**config.mk**
```make
export PLATFORM = sky130hd
export DESIGN_NAME = dds_top
export DESIGN_NICKNAME = d
export VERILOG_FILES = /design/src/hdl/dds_pkg.sv /design/src/hdl/dds_channel.sv /design/src/hdl/dds_cmd_decoder.sv /design/src/hdl/dds_response.sv /design/src/hdl/dds_top.sv /design/src/hdl/spi_frame_rx.sv
export VERILOG_INCLUDE_DIRS = /design/src /design/src/hdl
export SDC_FILE = /design/constraint.sdc
export NUM_CORES = 1
export LEC_CHECK = 0
export BUFFER_PORTS_ARGS = -buffer_cell sky130_fd_sc_hd__buf_2
export CORE_MARGIN = 4
export CORE_UTILIZATION = 40
export CTS_BUF_LIST = sky130_fd_sc_hd__clkbuf_16
export DETAILED_ROUTE_END_ITERATION = 10
export HOLD_SLACK_MARGIN = 0.03
export PLACE_DENSITY = 0.58
export SLEW_MARGIN = 20
export SYNTH_ARGS = -nofsm -noshare
export SYNTH_HDL_FRONTEND = slang
export SYNTH_SLANG_ARGS = --single-unit
```
**constraint.sdc**
```tcl
create_clock -name clk -period 11 [get_ports clk]
set_input_delay 2.2 -clock clk [delete_from_list [all_inputs] [get_ports clk]]
set_output_delay 2.2 -clock clk [all_outputs]
set_load 0.02 [all_outputs]
```
**src/hdl/dds_config.svh**
```systemverilog
`ifndef DDS_CONFIG_SVH
`define DDS_CONFIG_SVH

// frame lengths in bits
`define DDS_FRAME_BITS 120
`define DDS_QUERY_BITS 8
`define DDS_ENABLE_BITS 32
`define DDS_SETFREQ_BITS 104

`define DDS_NUM_CH 4

// identity and capabilities reported by the config query
`define DDS_ID 8'h01
`define DDS_TYPE 16'd6
`define DDS_METER_TYPE 16'd0
`define DDS_MCLK 64'd270000000
`define DDS_MAX_MV 16'd3300
`define DDS_MAX_ATT 8'd0

// width of a tuning word and of the phase accumulator
`define DDS_CODE_BITS 32

`endif

```
**src/hdl/dds_pkg.sv**
```systemverilog
`include "dds_config.svh"

package dds_pkg;

    // query opcodes, sent as an 8 bit frame
    typedef enum logic [7:0] {
        QUERY_ID     = 8'd0,
        QUERY_CONFIG = 8'd1,
        QUERY_STATUS = 8'd2,
        QUERY_NONE   = 8'hff // zero reply
    } query_op_e;

    // subcodes of the dds command class
    typedef enum logic [7:0] {
        DDS_SET_FREQ = 8'd2,
        DDS_ENABLE   = 8'd5
    } dds_cmd_e;

    typedef enum logic [7:0] {
        CLASS_DDS = 8'd3
    } cmd_class_e;

    // one finished spi transaction
    typedef struct packed {
        logic [`DDS_FRAME_BITS-1:0] bits;
        logic [7:0]                 nbits;
    } spi_frame_t;

    typedef struct packed {
        logic                       set_code;
        logic                       set_enable;
        logic                       enable;
        logic [`DDS_CODE_BITS-1:0]  code;
    } ch_req_t;

    typedef struct packed {
        logic                       enabled;
        logic [`DDS_CODE_BITS-1:0]  code; // active code, 0 when disabled
    } ch_status_t;

endpackage

```
**src/hdl/dds_channel.sv**
```systemverilog
`timescale 1ns/100ps
`include "dds_config.svh"

module dds_channel (
    input  logic                clk,
    input  logic                nreset,
    input  dds_pkg::ch_req_t    req,
    input  logic                req_valid,
    output logic                out,
    output dds_pkg::ch_status_t status
);

    logic [`DDS_CODE_BITS-1:0] code_bak; // kept while disabled
    logic [`DDS_CODE_BITS-1:0] active_code;
    logic [`DDS_CODE_BITS-1:0] phase;
    logic                      enabled;

    always_ff @(posedge clk) begin
        if (!nreset) begin
            code_bak <= '0;
            enabled  <= 1'b0;
        end else if (req_valid) begin
            if (req.set_code) begin
                code_bak <= req.code;
            end
            if (req.set_enable) begin
                enabled <= req.enable;
            end
        end
    end

    assign active_code = enabled ? code_bak : '0;

    always_ff @(posedge clk) begin
        if (!nreset || !enabled) begin
            phase <= '0;
        end else begin
            phase <= phase + active_code;
        end
    end

    // phase clears a cycle late, so mask with enabled
    assign out = enabled & phase[`DDS_CODE_BITS-1];

    assign status.enabled = enabled;
    assign status.code    = active_code;

endmodule

```
**src/hdl/dds_cmd_decoder.sv**
```systemverilog
`timescale 1ns/100ps
`include "dds_config.svh"

module dds_cmd_decoder (
    input  logic                    clk,
    input  logic                    nreset,
    input  dds_pkg::spi_frame_t     frame,
    input  logic                    frame_valid,
    output dds_pkg::query_op_e      query,
    output logic                    query_valid,
    output dds_pkg::ch_req_t        req [`DDS_NUM_CH],
    output logic [`DDS_NUM_CH-1:0]  req_valid
);

    localparam int EN_TOP = `DDS_ENABLE_BITS - 1;
    localparam int SF_TOP = `DDS_SETFREQ_BITS - 1;

    dds_pkg::query_op_e     query_next;
    dds_pkg::ch_req_t       req_next;
    logic [`DDS_NUM_CH-1:0] hit;
    logic [1:0]             ch_sel;

    always_comb begin
        query_next = dds_pkg::QUERY_NONE;
        req_next   = '0;
        hit        = '0;
        ch_sel     = 2'd0;
        case (frame.nbits)
            8'(`DDS_QUERY_BITS): begin
                case (frame.bits[7:0])
                    8'd0:    query_next = dds_pkg::QUERY_ID;
                    8'd1:    query_next = dds_pkg::QUERY_CONFIG;
                    8'd2:    query_next = dds_pkg::QUERY_STATUS;
                    default: query_next = dds_pkg::QUERY_NONE;
                endcase
            end
            8'(`DDS_ENABLE_BITS): begin
                if (frame.bits[EN_TOP -: 8] == dds_pkg::CLASS_DDS &&
                    frame.bits[EN_TOP-8 -: 8] == dds_pkg::DDS_ENABLE) begin
                    ch_sel              = frame.bits[9:8];
                    req_next.set_enable = 1'b1;
                    req_next.enable     = |frame.bits[7:0];
                    hit[ch_sel]         = 1'b1;
                end
            end
            8'(`DDS_SETFREQ_BITS): begin
                if (frame.bits[SF_TOP -: 8] == dds_pkg::CLASS_DDS &&
                    frame.bits[SF_TOP-8 -: 8] == dds_pkg::DDS_SET_FREQ) begin
                    ch_sel            = frame.bits[SF_TOP-22 -: 2];
                    req_next.set_code = 1'b1;
                    // little endian tuning word
                    req_next.code     = {frame.bits[31:24], frame.bits[39:32],
                                         frame.bits[47:40], frame.bits[55:48]};
                    hit[ch_sel]       = 1'b1;
                end
            end
            default: ;
        endcase
    end

    // every frame gets a reply, dds commands get the zero one
    always_ff @(posedge clk) begin
        if (!nreset) begin
            query       <= dds_pkg::QUERY_NONE;
            query_valid <= 1'b0;
            req_valid   <= '0;
        end else begin
            query_valid <= frame_valid;
            req_valid   <= frame_valid ? hit : '0;
            if (frame_valid) begin
                query <= query_next;
            end
        end
    end

    always_ff @(posedge clk) begin
        for (int i = 0; i < `DDS_NUM_CH; i++) begin
            if (frame_valid && hit[i]) begin
                req[i] <= req_next;
            end
        end
    end

endmodule

```
**src/hdl/dds_response.sv**
```systemverilog
`timescale 1ns/100ps
`include "dds_config.svh"

module dds_response (
    input  logic                       clk,
    input  logic                       nreset,
    input  dds_pkg::query_op_e         query,
    input  logic                       query_valid,
    input  dds_pkg::ch_status_t        status [`DDS_NUM_CH],
    output logic [`DDS_FRAME_BITS-1:0] reply,
    output logic                       reply_load
);

    localparam int STATUS_BITS = 8 + `DDS_NUM_CH * `DDS_CODE_BITS;

    localparam logic [15:0] TYPE_W  = `DDS_TYPE;
    localparam logic [15:0] METER_W = `DDS_METER_TYPE;
    localparam logic [63:0] MCLK_W  = `DDS_MCLK;
    localparam logic [15:0] MV_W    = `DDS_MAX_MV;

    localparam logic [`DDS_FRAME_BITS-1:0] CONFIG_REPLY = {
        TYPE_W[7:0], TYPE_W[15:8],
        METER_W[7:0], METER_W[15:8],
        MCLK_W[7:0], MCLK_W[15:8], MCLK_W[23:16], MCLK_W[31:24],
        MCLK_W[39:32], MCLK_W[47:40], MCLK_W[55:48], MCLK_W[63:56],
        MV_W[7:0], MV_W[15:8],
        8'(`DDS_MAX_ATT)
    };

    function automatic logic [31:0] le32(input logic [31:0] v);
        return {v[7:0], v[15:8], v[23:16], v[31:24]};
    endfunction

    logic [STATUS_BITS-1:0]     status_bits;
    logic [`DDS_FRAME_BITS-1:0] reply_next;

    always_comb begin
        status_bits = '0;
        for (int i = 0; i < `DDS_NUM_CH; i++) begin
            status_bits[STATUS_BITS-8+i] = status[i].enabled;
            status_bits[STATUS_BITS-9-32*i -: 32] = le32(status[i].code);
        end
    end

    always_comb begin
        case (query)
            dds_pkg::QUERY_ID:     reply_next = {`DDS_ID, {(`DDS_FRAME_BITS-8){1'b0}}};
            dds_pkg::QUERY_CONFIG: reply_next = CONFIG_REPLY;
            // upper half of the last code falls off the frame
            dds_pkg::QUERY_STATUS: reply_next = status_bits[STATUS_BITS-1 -: `DDS_FRAME_BITS];
            default:               reply_next = '0;
        endcase
    end

    always_ff @(posedge clk) begin
        if (query_valid) begin
            reply <= reply_next;
        end
    end

    always_ff @(posedge clk) begin
        if (!nreset) begin
            reply_load <= 1'b0;
        end else begin
            reply_load <= query_valid;
        end
    end

endmodule

```
**src/hdl/dds_top.sv**
```systemverilog
`timescale 1ns/100ps
`include "dds_config.svh"

module dds_top (
    input  logic                   clk,
    input  logic                   nreset,
    input  logic                   sck,
    input  logic                   mosi,
    input  logic                   ncs,
    output logic                   miso,
    output logic [`DDS_NUM_CH-1:0] out
);

    dds_pkg::spi_frame_t        frame;
    logic                       frame_valid;
    dds_pkg::query_op_e         query;
    logic                       query_valid;
    dds_pkg::ch_req_t           req [`DDS_NUM_CH];
    logic [`DDS_NUM_CH-1:0]     req_valid;
    dds_pkg::ch_status_t        status [`DDS_NUM_CH];
    logic [`DDS_FRAME_BITS-1:0] reply;
    logic                       reply_load;

    spi_frame_rx u_rx (
        .clk         (clk),
        .nreset      (nreset),
        .sck         (sck),
        .mosi        (mosi),
        .ncs         (ncs),
        .reply       (reply),
        .reply_load  (reply_load),
        .miso        (miso),
        .frame       (frame),
        .frame_valid (frame_valid)
    );

    dds_cmd_decoder u_dec (
        .clk         (clk),
        .nreset      (nreset),
        .frame       (frame),
        .frame_valid (frame_valid),
        .query       (query),
        .query_valid (query_valid),
        .req         (req),
        .req_valid   (req_valid)
    );

    for (genvar i = 0; i < `DDS_NUM_CH; i++) begin : g_ch
        dds_channel u_ch (
            .clk       (clk),
            .nreset    (nreset),
            .req       (req[i]),
            .req_valid (req_valid[i]),
            .out       (out[i]),
            .status    (status[i])
        );
    end

    dds_response u_resp (
        .clk         (clk),
        .nreset      (nreset),
        .query       (query),
        .query_valid (query_valid),
        .status      (status),
        .reply       (reply),
        .reply_load  (reply_load)
    );

endmodule

```
**src/hdl/spi_frame_rx.sv**
```systemverilog
`timescale 1ns/100ps
`include "dds_config.svh"

module spi_frame_rx (
    input  logic                       clk,
    input  logic                       nreset,
    input  logic                       sck,
    input  logic                       mosi,
    input  logic                       ncs,
    input  logic [`DDS_FRAME_BITS-1:0] reply,
    input  logic                       reply_load,
    output logic                       miso,
    output dds_pkg::spi_frame_t        frame,
    output logic                       frame_valid
);

    logic [2:0]                 pin_meta; // {ncs, mosi, sck}
    logic [2:0]                 pin_sync;
    logic                       sck_s;
    logic                       mosi_s;
    logic                       ncs_s;
    logic                       sck_q;
    logic                       ncs_q;
    logic                       sck_rise;
    logic                       sck_fall;
    logic                       ncs_rise;
    logic [7:0]                 bit_cnt;
    logic [`DDS_FRAME_BITS-1:0] cmd_sr;
    logic [`DDS_FRAME_BITS-1:0] resp_sr;

    always_ff @(posedge clk) begin
        if (!nreset) begin
            pin_meta <= 3'b100; // ncs idles high
            pin_sync <= 3'b100;
            sck_q    <= 1'b0;
            ncs_q    <= 1'b1;
        end else begin
            pin_meta <= {ncs, mosi, sck};
            pin_sync <= pin_meta;
            sck_q    <= sck_s;
            ncs_q    <= ncs_s;
        end
    end

    assign sck_s  = pin_sync[0];
    assign mosi_s = pin_sync[1];
    assign ncs_s  = pin_sync[2];

    assign sck_rise = sck_s & ~sck_q & ~ncs_s;
    assign sck_fall = ~sck_s & sck_q & ~ncs_s;
    assign ncs_rise = ncs_s & ~ncs_q;

    always_ff @(posedge clk) begin
        if (!nreset) begin
            bit_cnt <= '0;
        end else if (ncs_rise) begin
            bit_cnt <= '0;
        end else if (sck_rise) begin
            bit_cnt <= bit_cnt + 8'd1;
        end
    end

    always_ff @(posedge clk) begin
        if (sck_rise) begin
            cmd_sr <= {cmd_sr[`DDS_FRAME_BITS-2:0], mosi_s}; // msb first
        end
    end

    always_ff @(posedge clk) begin
        if (!nreset) begin
            frame_valid <= 1'b0;
        end else begin
            frame_valid <= ncs_rise;
        end
    end

    always_ff @(posedge clk) begin
        if (ncs_rise) begin
            frame.bits  <= cmd_sr;
            frame.nbits <= bit_cnt;
        end
    end

    // reply goes out on falling sck so the master samples it on the rising edge
    always_ff @(posedge clk) begin
        if (!nreset) begin
            resp_sr <= '0;
        end else if (reply_load) begin
            resp_sr <= reply;
        end else if (sck_fall) begin
            resp_sr <= {resp_sr[`DDS_FRAME_BITS-2:0], 1'b0};
        end
    end

    assign miso = ncs ? 1'b0 : resp_sr[`DDS_FRAME_BITS-1];

endmodule

```
# Word-level counts from Yosys, hierarchy flattened
# Cells that the tools add are included.
# word_totals
ff_bits	887
latch_bits	0
mem_bits_rw	0
romBits	0
input_bits	5
out_inout_bits	5
wordCells	131
mem_count	0
# op_classes
add_sub_neg	5
multipliers	0
div	0
magnitude_cmp	4
eq_ne	11
shift	0
mux	23
bitwise	14
n_reduce_logical	31
# ops
operator	count
116-bit case mux with 3 select lines	1
120-bit two-way mux	2
32-bit two-way mux	6
32-bit adder	4
8-bit by 2-bit == test with 1-bit output, second input constant	5
8-bit case mux with 3 select lines	1
2-bit AND reduction	9
8-bit by 1-bit == test with 1-bit output, second input constant	2
8-bit logical NOT	2
1-bit AND	9
8-bit by 1-bit adder with 8-bit output, second input constant	1
8-bit by 3-bit == test with 1-bit output, second input constant	1
8-bit by 4-bit == test with 1-bit output, second input constant	1
8-bit by 6-bit == test with 1-bit output, second input constant	1
8-bit by 7-bit == test with 1-bit output, second input constant	1
1-bit logical AND	8
4-bit two-way mux	2
8-bit two-way mux	1
4-bit case mux with 2 select lines	1
8-bit OR reduction	1
2-bit by 3-bit less-than comparator with 1-bit output, second input constant	2
1-bit logical NOT	5
1-bit two-way mux	5
1-bit NOT	5
other kinds (6)	12

# Logic depth before layout (Yosys ltp)
# Gate-level depths: netlist (run 1).
# depth
depth_word	7
depth_mapped	18
depth_no_buf	14

# Modules after synthesis
# A second synthesis (run 1) with hierarchy kept.
# hier_totals
hier_cells	3693
hier_area_um2	39783.2
# by_module_without_submodules
module	instances	cells_per_inst	area_each_um2
spi_frame_rx	1	977	13076.3
dds_channel at g_ch[0].u_ch ...	3	520	4110.2
dds_response	1	391	5227.5
dds_cmd_decoder	1	267	5133.7
dds_channel at g_ch[3].u_ch	1	498	4015.1

# Worst setup path after synthesis (run 1)
# OpenSTA, ideal clock, no wires.
# synth_path
path_kind	flip-flop to flip-flop
start	register u_rx.sck_q
end	register u_rx.bit_cnt[5]
setup_time_ns	0.133
arrival_time_ns	9.459
path_slack_ns	1.409
path_stages_with_launch	6
cell_sequence	dfxtp_1 -> nor3b_1 -> and4_1 -> nand3_1 -> xor2_1 -> nor2_1
# synth_via
elab_chain_cells	3
# synth_lines
item	line_no	rtl
start: declaration	spi_frame_rx.sv:22	logic sck_q;
start signal: assignment	spi_frame_rx.sv:40	sck_q <= sck_s;
1-bit NOT	spi_frame_rx.sv:49	assign sck_rise = sck_s & ~sck_q & ~ncs_s;
1-bit AND (2 in series)	spi_frame_rx.sv:49	
via u_rx.sck_rise	spi_frame_rx.sv:24	logic sck_rise;
end signal: assignment	spi_frame_rx.sv:59	bit_cnt <= bit_cnt + 8'd1;
end: declaration	spi_frame_rx.sv:27	logic [7:0] bit_cnt;
# The timed path passes the listed nets, and every way through them passes these cells.
# A chain may end at the register's enable or synchronous reset.

# Final worst setup path (run 1)
# layout_path
start	input ncs
end	output miso
# layout_via
elab_chain_cells	1
# layout_lines
item	line_no	rtl
start: declaration	dds_top.sv:9	input logic ncs,
1-bit two-way mux	spi_frame_rx.sv:95	assign miso = ncs ? 1'b0 : resp_sr[`DDS_FRAME_BITS-1];
end: declaration	dds_top.sv:10	output logic miso,
# No other way between the ends.

==> results of run 1 <==
==> final timing paths <==
path | end | slack [ns] | start
worst min register to register | u_rx.cmd_sr[0] | 0.40 | u_rx.pin_sync[1]
worst min-delay path | u_rx.cmd_sr[0] | 0.40 | u_rx.pin_sync[1]
worst max register to register | g_ch[1].u_ch.phase[24] | 6.87 | g_ch[1].u_ch.enabled
worst max-delay path | miso | 6.22 | ncs
==> layout make-up <==
type,instances,area [sq um],share of cell area
clock buffer,93,2330,0.0580
inverter,32,120,0.00299
timing repair buffer,42,299,0.00745
multi-input combinational,2221,14100,0.351
tap,1165,1460,0.0363
antenna,2,5.00,0.000125
clock inverter,75,617,0.0154
sequential,842,21200,0.529
==> sequential cells by signal (all words and copies together) (netlist names) <==
name / flops
u_resp.reply: 116
u_rx.ncs_q: 1
u_rx.sck_q: 1
g_ch.u_ch.phase: 128
u_dec.query_valid: 1
g_ch.u_ch.enabled: 4
u_rx.bit_cnt: 8
u_rx.cmd_sr: 104
u_rx.frame: 76
u_dec.req: 140
g_ch.u_ch.code_bak: 128
u_rx.resp_sr: 120
u_rx.pin_meta: 3
u_dec.req_valid: 4
u_dec.query: 3
u_rx.pin_sync: 3
u_resp.reply_load: 1
u_rx.frame_valid: 1
==> synthesized netlist by cell type, types with 95 or more instances <==
cell and number:
mux2i_1 126, dfxtp_1 406, and2_1 292, nand2_1 468, a21oi_1 95, edfxtp_1 436
and3_1 125, nor2_1 182, o21ai_0 165, a21boi_0 136, ha_1 118, clkbuf_1 162
==> critical path, delay by kind of cell <==
| kind | cells | cell delay [ns] |
|---|---|---|
| buf+inv | 2 | 0.27 |
| simple gates | 1 | 0.11 |
==> metal layers <==
layer,vias up,global-route usage
met4,0,0.0437
met1,10800,0.230
met5,-,0
li1,11500,-
met3,107,0.0229
met2,371,0.263
==> kinds of logic (layout without fill, tap and decap cells) <==
family | Yosys count | in the layout
other | 0 | 2
multiplexers | 126 | 126
AO/OA/AOI/OAI | 623 | 623
buffers and inverters | 213 | 242
flip-flops | 842 | 842
adder cells (fa/ha/maj) | 127 | 127
AND/OR/NAND/NOR | 1234 | 1234
XOR/XNOR | 111 | 111
==> where the power goes <==
| part | internal, mW | switching, mW | leakage [nW] |
|---|---|---|---|
| Sequential | 3.29 | 0.00659 | 7.11 |
| Combinational | 0.0136 | 0.0263 | 6.08 |
| Clock | 1.73 | 1.25 | 1.48 |
==> per-stage QoR <==
stage / instances / hold slack [ns] / worst slack [ns]
floorplan: 3276 / 0.386 / 1.41
global placement: 4302 / 0.393 / 6.21
detailed placement: 4302 / 0.393 / 6.22
CTS: 4470 / 0.407 / 6.22
global route: 4470 / 0.416 / 6.18
finish: 4472 / 0.404 / 6.22
==> impl_metrics.json, run 1 <==
{
  "cts_hold_buf": 0,
  "grt_pass1_wl_mm": 122,
  "drcViolationCount": 0,
  "clkTransAtPathRegs_ns": 0.06,
  "finalNetCount": 3356,
  "clock_path_buffers": 3,
  "min_period_ns": 4.78,
  "cts_setup_buffers": 0,
  "place_hpwl_mm": 48.8,
  "synthMuxAreaShare": 0.0350,
  "synthesis.nets": 3403,
  "slew_headroom": 0.305,
  "synth-edff-count": 436,
  "grt_overflow": 0,
  "layout.cells.most_common": "nand2_1",
  "tightest_slew_ns": 1.04,
  "cts.sinks": 842,
  "hp-class": "register to register",
  "placed_area_sq_um": 37200,
  "finish.utilization": 0.451,
  "die_x_microns": 308,
  "slew_violations": 0,
  "die_y_microns": 308,
  "cts_tree": "yes",
  "ys.flop_type": "edfxtp_1",
  "ant_nets": 0,
  "synth_compound_area_frac": 0.114,
  "io_pins": 10,
  "synth_cell_types": 76,
  "power_mw": 6.32,
  "ys_ff_latch": 842,
  "first_global_vias": 21700,
  "synth_simple_gate_area_share": 0.168,
  "status": "complete, no violations",
  "final_cell_mix": "467 x nand2_1, 436 x edfxtp_1, 402 x dfxtp_1",
  "synth-adder-area-share": 0.0446,
  "antenna_found_initial": 9,
  "finalClockSkew_ns": 0.0345,
  "synth_top_area_frac": 0.363,
  "clock_latency_ns": 0.64,
  "end_kind": "output port",
  "crit_arrival_ns": 2.58,
  "crit_type": "input port to output port",
  "drt-met1-wl_mm": 37.4,
  "grt_max_degree": 116,
  "synth_top_area_cell": "edfxtp_1",
  "vdd_drop_max_mv": 0.141,
  "htree_levels": 3,
  "drt_iter0_markers": 1620,
  "synthCells": 3276,
  "rsz0062_at_grt": "no",
  "dr.pass1.iters": 8,
  "rows": 109,
  "dr_wl_met2_mm": 34.9,
  "crit_path_start_kind": "input port",
  "viasPerCell": 5.09,
  "drt_wl_total_mm": 77.5,
  "grt_usage": 0.163,
  "area_delta_synth_final_pct": 11.2,
  "min_period_over_period": 0.435,
  "highest_layer": "met4",
  "netlist_area_sq_um": 36100,
  "fin_area_sq_um": 40100,
  "reg2reg_depth": 15,
  "port_buffers": 9,
  "required_ns": 8.80,
  "setup_tns_ns": 0,
  "async_flop_share": 0,
  "gp_congestion": 0.813,
  "crit_fanout": 2,
  "cp_slowest_cell": "buf_2",
  "max_freq_mhz": 209,
  "vias": 22800,
  "die_area_sq_um": 95000,
  "setup_viol": 0,
  "whs_path_depth": 0,
  "core_area_sq_um": 88900,
  "num-fill-cells": 8246,
  "wl_met3_mm": 3.25,
  "worst_path_most_repeated_cell": "buf_2",
  "drive_gt1_frac": 0.0651,
  "cts-root-buf": "clkbuf_16",
  "initial_core_util": 0.406,
  "cts_resized": 0,
  "hold_viol": 0,
  "p_per_area_nw_per_um2": 157,
  "drv_cap": 0,
  "cts_buffers": 90,
  "synth_top_family_by_area": "simple AND/OR/NAND/NOR gates",
  "yosysWarnings": 0,
  "synth.avg_cell_area_sq_um": 11.0,
  "ys_top_cells_by_area": "edfxtp_1 36%, dfxtp_1 23%, and2_1 5.1%, nand2_1 4.9%, ha_1 4.1%",
  "critPathMaxStageDelay_ns": 0.17,
  "seq_area_frac_synth": 0.588,
  "cp_cell_sequence": "buf_2, nor2b_1, buf_2",
  "p_leak_nw": 14.7,
  "routedWlPerCell_microns": 17.3,
  "synth-xor-area-share": 0.0270
}
No activity file was read; power rests on OpenSTA's default activity.
==> run 2: changes to the inputs <==
PLACE_DENSITY = 0.6   (was 0.58)
clock period = 3.95 ns   (was 11 ns; I/O delays follow)
==> impl_metrics.json, run 2 (synthesis results as in run 1) <==
{
  "status": "complete, no violations",
  "clock_latency_ns": 0.63,
  "clock_path_buffers": 3,
  "cts_setup_buffers": 0,
  "max_freq_mhz": 274,
  "ant_nets": 0,
  "rows": 109,
  "worstReg2RegEnd": "g_ch[2].u_ch.phase[27]",
  "crit_fanout": 65,
  "antenna_found_initial": 3,
  "drive_gt1_frac": 0.0646,
  "drt_wl_total_mm": 77.1,
  "reg2reg_depth": 13,
  "p_leak_nw": 14.7,
  "cts_buffers": 88,
  "min_period_ns": 3.65,
  "place_hpwl_mm": 50.4,
  "grt_overflow": 0,
  "end_kind": "register",
  "clkTransAtPathRegs_ns": 0.06,
  "p_int_mw": 13.9,
  "switching_share": 0.203,
  "finalClockSkew_ns": 0.0212,
  "viasPerCell": 5.07,
  "port_buffers": 9,
  "seq_power_share": 0.526,
  "hp-class": "input port to register",
  "die_x_microns": 308,
  "drv_cap": 0,
  "r2r_start": "g_ch[2].u_ch.enabled",
  "cp-startpoint": "g_ch[2].u_ch.enabled",
  "p_sw_mw": 3.53,
  "cts_tree": "yes",
  "final_cell_mix": "465 x nand2_1, 436 x edfxtp_1, 402 x dfxtp_1",
  "min_period_over_period": 0.925,
  "crit_arrival_ns": 4.14,
  "cts-root-buf": "clkbuf_16",
  "num-fill-cells": 8260,
  "drcViolationCount": 0,
  "core_area_sq_um": 88900,
  "drt_iter0_markers": 1484,
  "share_clk_of_total_power": 0.467,
  "grt_max_degree": 104,
  "routedWlPerCell_microns": 17.2,
  "largest_reg_flops": 140,
  "antenna_cells": 0,
  "rsz0062_at_grt": "no",
  "io_pins": 10,
  "initial_core_util": 0.406,
  "crit_path_start_kind": "register",
  "crit_type": "register to register",
  "area_delta_synth_final_pct": 11.4,
  "reg2reg_slack_ns": 0.30,
  "combPwrFrac": 0.007,
  "die_area_sq_um": 95000,
  "crit_end": "g_ch[2].u_ch.phase[27]",
  "place_ws_ns": 0.310,
  "required_ns": 4.43,
  "dr.pass1.iters": 5,
  "grt_usage": 0.162,
  "slew_headroom": 0.362,
  "htree_levels": 3,
  "setup_tns_ns": 0,
  "hold_viol": 0,
  "finalWorstSetupSlack_ns": 0.295,
  "first_global_vias": 21700,
  "vias": 22700,
  "gp_congestion": 0.846,
  "die_y_microns": 308,
  "reg_top3": "u_dec.req: 140 flops, g_ch.u_ch.code_bak: 128 flops, g_ch.u_ch.phase: 128 flops",
  "grt_pass1_wl_mm": 123,
  "tightest_slew_ns": 0.957,
  "vdd_drop_max_mv": 0.357,
  "largest-register": "u_dec.req",
  "layout.cells.most_common": "nand2_1",
  "whs_path_depth": 2,
  "finalNetCount": 3364,
  "cts_hold_buf": 0,
  "slew_violations": 0,
  "setup_viol": 0,
  "cts.sinks": 842,
  "p_per_area_nw_per_um2": 434
}
-- run 2: changes by cell type in the layout (fill, tap and decap cells not counted), moves of 4 or more --
cell / delta
inv_6: -4
clkbuf_16: -4
buf_12: +4
buf_4: +5
clkinv_2: -8
inv_1: +13
-- run 2: repair_timing --
| item | 4_1_cts | 5_1_grt |
|---|---|---|
| resized for setup | 0 | 1 |
| hold endpoints to repair | 0 | 0 |
| endpoints found under the setup margin | 0 | 1 |
-- run 2: metal layers --
| metal | global-route usage | vias up | part of all wire |
|---|---|---|---|
| met1 | 0.232 | 10800 | 0.49 |
| met5 | 0 | - | 0 |
| li1 | - | 11500 | - |
| met2 | 0.257 | 357 | 0.45 |
| met4 | 0.0485 | 0 | 0.025 |
| met3 | 0.0208 | 110 | 0.039 |
-- run 2: power groups by stage --
stage               logic [mW]  clock network, mW  registers [mW]
floorplan               0.0817                  0            9.36
detailed placement       0.119                  0            9.36
CTS                      0.119               8.37            9.17
global placement         0.119                  0            9.36
global route             0.129               8.74            9.17
finish                   0.116               8.14            9.17
-- run 2: how the worst min path moves through the flow --
stage	start	to	slack (ns)
floorplan	u_rx.pin_sync[1]	u_rx.cmd_sr[0]	0.39
global placement	u_rx.pin_sync[1]	u_rx.cmd_sr[0]	0.39
detailed placement	u_rx.pin_sync[1]	u_rx.cmd_sr[0]	0.39
CTS	ncs	u_rx.pin_meta[2]	0.30
global route	ncs	u_rx.pin_meta[2]	0.33
finish	ncs	u_rx.pin_meta[2]	0.35
-- run 2: worst max-delay path, cell delays in order, from the launching register on --
cell	delay, ns
dfxtp_1	0.36
buf_12	0.24
and2_1	0.20
ha_1	0.24
a21o_1	0.16
a21o_1	0.21
a211oi_1	0.43
o211ai_1	0.13
a21o_1	0.25
a2111oi_2	0.54
o21ai_0	0.27
a31oi_1	0.25
xor2_1	0.16
nor2_1	0.05
-- run 2: cell type report --
cell class / instances / area (sq um) / share of cell area
well taps: 1165 / 1460 / 0.0363
clock inverters: 75 / 636 / 0.0158
repair buffers: 52 / 432 / 0.0107
flip-flops and latches: 842 / 21200 / 0.528
clock buffers: 89 / 2230 / 0.0554
multi-input cells: 2221 / 14100 / 0.350
inverters: 32 / 120 / 0.00299
-- run 2: metrics by stage --
| stage | hold WS [ns] | utilization | power [mW] | instance area, sq um | std cells |
|---|---|---|---|---|---|
| finish | 0.348 | 0.452 | 17.4 | 40200 | 4476 |
| global route | 0.327 | 0.452 | 18.0 | 40200 | 4476 |
| CTS | 0.305 | 0.452 | 17.7 | 40200 | 4476 |
| detailed placement | 0.393 | 0.420 | 9.48 | 37300 | 4312 |
| global placement | 0.390 | 0.419 | 9.48 | 37300 | 4311 |
| floorplan | 0.386 | - | 9.44 | 36100 | 3276 |
